$ cat src/design/bus_cfg_pkg.sv
/*
 * Bus geometry for the shared instruction/data Wishbone path.
 * Widths of the classic bus, the requester port numbers and
 * the arbitration start point after reset.
 */
package bus_cfg_pkg;

    // Classic Wishbone, word addressed
    localparam int ADR_W = 30;
    localparam int DAT_W = 32;
    localparam int SEL_W = DAT_W / 8;

    // Instruction and data requesters
    localparam int NUM_PORTS = 2;

    typedef logic [$clog2(NUM_PORTS)-1:0] port_id_t;

    localparam port_id_t PORT_I = 1'b0;
    localparam port_id_t PORT_D = 1'b1;

    // Last grant seen out of reset, so the instruction port goes first
    localparam port_id_t LAST_GRANT_RST = PORT_D;

endpackage

$ cat src/design/wb_types_pkg.sv
/*
 * Transfer types for the shared Wishbone path.
 * Requester payloads, master and slave bus bundles and the
 * response handed back to each requester.
 */
package wb_types_pkg;
    import bus_cfg_pkg::*;

    // Instruction fetch, always a full word read
    typedef struct packed {
        logic [ADR_W-1:0] adr;
    } ireq_t;

    // Data load or store
    typedef struct packed {
        logic [ADR_W-1:0] adr;
        logic             we;
        logic [SEL_W-1:0] sel;
        logic [DAT_W-1:0] wdata;
    } dreq_t;

    // Master outputs
    typedef struct packed {
        logic [ADR_W-1:0] adr;
        logic [DAT_W-1:0] dat_w;
        logic [SEL_W-1:0] sel;
        logic             cyc;
        logic             stb;
        logic             we;
    } wb_m_t;

    // Slave returns
    typedef struct packed {
        logic [DAT_W-1:0] dat_r;
        logic             ack;
        logic             err;
    } wb_s_t;

    // What a requester gets back with its done pulse
    typedef struct packed {
        logic [DAT_W-1:0] rdata;
        logic             err;
    } resp_t;

endpackage

$ cat src/design/litex_bus_wrapper.sv
/*
 * Combined instruction/data bus wrapper.
 * Two requester slots share one classic Wishbone master and
 * get their responses back with a one-cycle done.
 */
`timescale 1ns/1ps

module litex_bus_wrapper
    import bus_cfg_pkg::*;
    import wb_types_pkg::*;
(
    input  logic  clk,
    input  logic  arst_n,

    input  logic  ireq_strobe,
    input  ireq_t ireq,
    input  logic  dreq_strobe,
    input  dreq_t dreq,

    output wb_m_t wb_m,
    input  wb_s_t wb_s,

    output logic  idone,
    output logic  ddone,
    output resp_t iresp,
    output resp_t dresp
);

    logic     ipending;
    logic     dpending;
    ireq_t    ireq_held;
    dreq_t    dreq_held;
    logic     itake;
    logic     dtake;
    logic     end_strobe;
    port_id_t owner;

    req_slot #(.req_t(ireq_t)) islot (
        .clk     (clk),
        .arst_n  (arst_n),
        .strobe  (ireq_strobe),
        .req_in  (ireq),
        .take    (itake),
        .pending (ipending),
        .req_out (ireq_held)
    );

    req_slot #(.req_t(dreq_t)) dslot (
        .clk     (clk),
        .arst_n  (arst_n),
        .strobe  (dreq_strobe),
        .req_in  (dreq),
        .take    (dtake),
        .pending (dpending),
        .req_out (dreq_held)
    );

    wb_master_ctrl ctrl (
        .clk        (clk),
        .arst_n     (arst_n),
        .ipending   (ipending),
        .ireq       (ireq_held),
        .dpending   (dpending),
        .dreq       (dreq_held),
        .wb_m       (wb_m),
        .wb_s       (wb_s),
        .itake      (itake),
        .dtake      (dtake),
        .end_strobe (end_strobe),
        .owner      (owner)
    );

    resp_return resp (
        .clk        (clk),
        .arst_n     (arst_n),
        .end_strobe (end_strobe),
        .owner      (owner),
        .wb_s       (wb_s),
        .idone      (idone),
        .ddone      (ddone),
        .iresp      (iresp),
        .dresp      (dresp)
    );

endmodule

$ cat src/design/req_slot.sv
/*
 * Request holding slot.
 * Captures one request on its strobe and keeps it pending
 * until the bus controller takes it at the end of its cycle.
 */
`timescale 1ns/1ps

module req_slot
    import wb_types_pkg::*;
#(
    parameter type req_t = ireq_t
) (
    input  logic clk,
    input  logic arst_n,

    input  logic strobe,
    input  req_t req_in,

    input  logic take,
    output logic pending,
    output req_t req_out
);

    logic accept;

    // A second strobe while still pending breaks the requester rule
    assign accept = strobe && !pending;

    always_ff @(posedge clk or negedge arst_n) begin
        if (!arst_n) begin
            pending <= 1'b0;
        end else if (take) begin
            pending <= 1'b0;
        end else if (accept) begin
            pending <= 1'b1;
        end
    end

    // Payload only, qualified by pending
    always_ff @(posedge clk) begin
        if (accept) begin
            req_out <= req_in;
        end
    end

endmodule

$ cat src/design/resp_return.sv
/*
 * Response return path.
 * Latches read data and error at the end of a bus cycle into
 * the owner's response and raises its done for one cycle.
 */
`timescale 1ns/1ps

module resp_return
    import bus_cfg_pkg::*;
    import wb_types_pkg::*;
(
    input  logic     clk,
    input  logic     arst_n,

    input  logic     end_strobe,
    input  port_id_t owner,
    input  wb_s_t    wb_s,

    output logic     idone,
    output logic     ddone,
    output resp_t    iresp,
    output resp_t    dresp
);

    logic iend;
    logic dend;

    assign iend = end_strobe && (owner == PORT_I);
    assign dend = end_strobe && (owner == PORT_D);

    always_ff @(posedge clk or negedge arst_n) begin
        if (!arst_n) begin
            idone <= 1'b0;
            ddone <= 1'b0;
        end else begin
            idone <= iend;
            ddone <= dend;
        end
    end

    // Held until the same port finishes again
    always_ff @(posedge clk) begin
        if (iend) begin
            iresp <= '{rdata: wb_s.dat_r, err: wb_s.err};
        end
        if (dend) begin
            dresp <= '{rdata: wb_s.dat_r, err: wb_s.err};
        end
    end

endmodule

$ cat src/design/wb_master_ctrl.sv
/*
 * Shared Wishbone master.
 * Round-robin choice between the instruction and data slots,
 * then one classic single-beat cycle held until ack or err.
 */
`timescale 1ns/1ps

module wb_master_ctrl
    import bus_cfg_pkg::*;
    import wb_types_pkg::*;
(
    input  logic     clk,
    input  logic     arst_n,

    input  logic     ipending,
    input  ireq_t    ireq,
    input  logic     dpending,
    input  dreq_t    dreq,

    output wb_m_t    wb_m,
    input  wb_s_t    wb_s,

    output logic     itake,
    output logic     dtake,
    output logic     end_strobe,
    output port_id_t owner
);

    typedef enum logic {
        IDLE,
        ACTIVE
    } state_t;

    state_t           state;
    port_id_t         last_grant;
    port_id_t         pick;
    logic             any_pending;
    logic             grant;
    logic             bus_end;

    logic [ADR_W-1:0] adr_q;
    logic [DAT_W-1:0] dat_q;
    logic [SEL_W-1:0] sel_q;
    logic             we_q;

    assign any_pending = ipending || dpending;
    assign grant       = (state == IDLE) && any_pending;
    assign bus_end     = (state == ACTIVE) && (wb_s.ack || wb_s.err);

    // Both waiting: the port not served last wins
    always_comb begin
        if (ipending && dpending) begin
            pick = (last_grant == PORT_I) ? PORT_D : PORT_I;
        end else if (dpending) begin
            pick = PORT_D;
        end else begin
            pick = PORT_I;
        end
    end

    always_ff @(posedge clk or negedge arst_n) begin
        if (!arst_n) begin
            state      <= IDLE;
            last_grant <= LAST_GRANT_RST;
        end else begin
            case (state)
                IDLE: begin
                    if (any_pending) begin
                        state      <= ACTIVE;
                        last_grant <= pick;
                    end
                end
                ACTIVE: begin
                    if (bus_end) begin
                        state <= IDLE;
                    end
                end
                default: state <= IDLE;
            endcase
        end
    end

    // Bus payload loaded at grant, stable for the whole cycle
    always_ff @(posedge clk) begin
        if (grant) begin
            if (pick == PORT_I) begin
                adr_q <= ireq.adr;
                dat_q <= '0;
                sel_q <= '1;
                we_q  <= 1'b0;
            end else begin
                adr_q <= dreq.adr;
                dat_q <= dreq.wdata;
                sel_q <= dreq.sel;
                we_q  <= dreq.we;
            end
        end
    end

    // cyc and stb come straight from the state flop
    assign wb_m = '{
        adr:   adr_q,
        dat_w: dat_q,
        sel:   sel_q,
        cyc:   (state == ACTIVE),
        stb:   (state == ACTIVE),
        we:    we_q
    };

    assign owner      = last_grant;
    assign end_strobe = bus_end;
    assign itake      = bus_end && (last_grant == PORT_I);
    assign dtake      = bus_end && (last_grant == PORT_D);

endmodule

$ cat config.mk
export PLATFORM = sky130hd
export DESIGN_NAME = litex_bus_wrapper
export DESIGN_NICKNAME = d
export VERILOG_FILES = /design/src/design/bus_cfg_pkg.sv /design/src/design/wb_types_pkg.sv /design/src/design/litex_bus_wrapper.sv /design/src/design/req_slot.sv /design/src/design/resp_return.sv /design/src/design/wb_master_ctrl.sv
export SDC_FILE = /design/constraint.sdc
export NUM_CORES = 1
export LEC_CHECK = 0
export ABC_AREA = 1
export BUFFER_PORTS_ARGS = -buffer_cell sky130_fd_sc_hd__buf_2
export CAP_MARGIN = 20
export CORE_MARGIN = 8
export CORE_UTILIZATION = 52
export CTS_BUF_LIST = sky130_fd_sc_hd__clkbuf_4
export CTS_CLUSTER_SIZE = 10
export DETAILED_ROUTE_END_ITERATION = 7
export PLACE_DENSITY = 0.83
export SLEW_MARGIN = 20
export SYNTH_ARGS = -nofsm -noshare
export SYNTH_HDL_FRONTEND = slang
export SYNTH_SLANG_ARGS = --single-unit
$ cat constraint.sdc
create_clock -name clk -period 4.71 [get_ports clk]
set_clock_uncertainty 0.1 [all_clocks]
set_input_delay 0.471 -clock clk [delete_from_list [all_inputs] [get_ports clk]]
set_output_delay 0.471 -clock clk [all_outputs]
set_load 0.01 [all_outputs]
==> out/metrics.csv <==
stage,metric,value,unit
clocking,TritonCTS clock tree,yes,
synth,mux share of post-synthesis cell area,0,%
synth,Syn Area/Cell,18.1,um^2
routing,DR WL met3,1.47,mm
clocking,Sink Count,236,
synth,post-synthesis adder-cell area fraction,0,%
placed_design,Place WS,2.27,ns
clocking,total CTS buffers,58,
clocking,H-tree levels,2,
die,Cell Rows,45,
synth,post-synthesis sequential area ratio,89.2,%
cells_and_area,fin nets,1027,
die,Die Wd,139,um
power_and_ir_drop,Gate power share,25.7,%
grt,vias in the first global route,5967,
routing,DR pass1 iterations,5,
power_and_ir_drop,clock power share,24.3,%
clocking,Skew-Pair Late Insertion Delay,0.64,ns
clocking,CTS Root Cell,clkbuf_4,
cells_and_area,"commonest non-fill, non-tap cell in the layout",buf_2,
grt,first-pass GRT wire length,32.9,mm
flow_run,max-cap check violation count,0,
sta,Final Hold Fails,0,
clocking,Resized Gates After CTS,0,
die,core area,0.0150,mm^2
synth,Synth Area in Simple Gates,6.94,%
synth,Mapped Area,0.00791,mm^2
sta,WHS,0.0741,ns
setup_path,worst-path fanout max,68,
cells_and_area,FILL cells,861,
cells_and_area,"commonest non-fill, non-tap cells in the layout","271 x buf_2, 230 x edfxtp_1, 133 x dlygate4sd3_1",
grt,gr usage total,22.3,%
synth,xor/xnor cell area share of the yosys netlist,0,%
routing,Final ANT Viol Nets,0,
routing,via count,5388,
clocking,setup repair bufs after CTS,0,
routing,WL/cell,19.6,um
die,die height,139,um
placed_design,Buffers on Ports,271,
routing,final WL,22.1,mm
synth,Syn Inst Count,437,
sta,RSZ-0062 raised after global routing,false,
synth,Unique masters post-synth,14,
status,outcome,"finished, final reports clean",
power_and_ir_drop,Seq pwr share,50.0,%
sta,FMAX,0.426,GHz
sta,"Setup violations, final",0,
sta,Tightest Pin Transition,0.985,ns
synth,Synth Warn #,0,
power_and_ir_drop,Static Leak,4.94,nW
grt,largest net degree at the start of global routing,69,
power_and_ir_drop,Power Density,586,mW/mm^2
setup_path,nature of the critical path startpoint,flop,
grt,GRT overflow,0,
sta,worst setup margin,2.36,ns
setup_path,crit end category,flop,
power_and_ir_drop,P_int,4.54,mW
placed_design,HPWL after detailed placement,13.0,mm
power_and_ir_drop,P_sw,2.18,mW
power_and_ir_drop,Net Sw Frac,32.4,%
routing,max layer used,met4,
sta,Slew headroom,34.2,%
power_and_ir_drop,Worst VDD drop,571,uV
grt,antenna violations before repair,3,
cells_and_area,multi-input logic area,569,um^2
routing,Vias/cell,4.79,
sta,"Slew Viols, Final",0,
synth,Synth Net Count,572,
cells_and_area,layout cell share with drive strength beyond 1,40.0,%
cells_and_area,area grow syn2layout,45.0,%
cells_and_area,Storage cell area,0.00706,mm^2
clocking,"Clk pin slew, worst setup/hold paths",0.07,ns
sta,final setup TNS,0,ns
synth,Seq cells post-synth,236,
routing,DRC,0,
synth,main combinational cell family by area after synthesis,simple AND/OR/NAND/NOR gates,
routing,Met2 Wirelength,12.3,mm
placed_design,GP Congestion,0.821,
hold_path,HP Class,in2reg,
sta,Final Cycle Share,49.9,%
synth,Synth Area in Compound Gates,0.127,%
die,full die area,0.0194,mm^2
die,I/O pin total,272,
sta,Final min period,2.35,ns
setup_path,required time of the critical path,4.98,ns
routing,wl on met1,7.38,mm
clocking,clk buf depth,3,
setup_path,Worst R2R Setup Slack,2.36,ns
routing,Iter 0 DRT Violations,302,
setup_path,critical path type,reg2reg,
die,starting density of the core,52.6,%
setup_path,Worst EP arrival,2.62,ns
clocking,hold_buf cts,133,
worst max-delay path, cell delays in order (launching register included):
cell,delay (ns)
dfstp_2,0.55
nand2_1,0.07
nand2_2,0.06
buf_4,0.56
inv_2,0.46
nand2_1,0.17
nand2_1,0.07
logic make-up (layout without fill, tap and decap cells):
family	Yosys count	after routing
AOI/OAI and AO/OA	2	2
buffers and inverters	58	554
DFF	236	236
other	0	3
and+or+nand+nor	141	141
power by group through the flow:
stage | Clock [mW] | Sequential (mW) | Combinational [mW]
after global routing | 1.78 | 3.41 | 1.87
after global placement | 0 | 3.37 | 1.54
after detailed placement | 0 | 3.38 | 1.62
final | 1.63 | 3.36 | 1.72
after floorplan | 0 | 3.61 | 0.723
after CTS | 1.64 | 3.35 | 1.71
layer usage:
layer	GRT usage [%]	up-vias
li1	-	2468
met1	21.1	2597
met3	6.36	59
met5	0	-
met4	11.9	0
met2	42.5	264
sequential cells by signal (all words and copies together), names as in the netlist, 4 cells and up:
register / flops
ctrl.adr_q: 30
resp.dresp: 33
islot.req_out: 30
dslot.req_out: 67
ctrl.dat_q: 32
ctrl.sel_q: 4
resp.iresp: 33
area by class of cell:
type                            instances  area share (%)
Clock inverter                         22            1.03
Sequential cell                       236            61.5
Clock buffer                           79            5.17
Inverter                               45            1.47
Timing Repair Buffer                  408            23.7
Antenna cell                            3          0.0655
Multi-Input combinational cell        143            4.96
Tap cell                              188            2.05
path summary, 6_finish.rpt:
path	start	endpoint	depth (start not counted)
worst max-delay path	ctrl.owner	ctrl.adr_q[25]	6
worst min-delay path	wb_s[1]	ctrl.state	4
worst max register to register	ctrl.owner	ctrl.adr_q[25]	6
worst min register to register	ctrl.owner	ctrl.owner	2
max in group asynchronous	arst_n	ctrl.owner	2
min in group asynchronous	arst_n	resp.ddone	2
through the flow:
step	instances	total power, mW	utilization (%)	cell area, um^2
6_report	1124	6.72	76.3	11500
3_5_place_dp	887	5.01	62.6	9420
5_1_grt	1124	7.06	76.3	11500
4_1_cts	1121	6.71	76.2	11500
2_1_floorplan	437	4.34	-	7910
3_3_place_gp	887	4.91	62.6	9420
cells in the mapped netlist:
library cell | number | area share, %
inv_2 | 1 | 0.047
buf_4 | 6 | 0.57
dfrtp_1 | 5 | 1.6
nand2_2 | 1 | 0.079
nand2_1 | 97 | 4.6
inv_1 | 44 | 2.1
o21ai_0 | 2 | 0.13
dfstp_2 | 1 | 0.33
nor2_1 | 35 | 1.7
nand3_1 | 2 | 0.13
buf_6 | 7 | 1.0
or2_2 | 2 | 0.16
or2_1 | 4 | 0.32
edfxtp_1 | 230 | 87
Power figures use the tool's default switching activity.
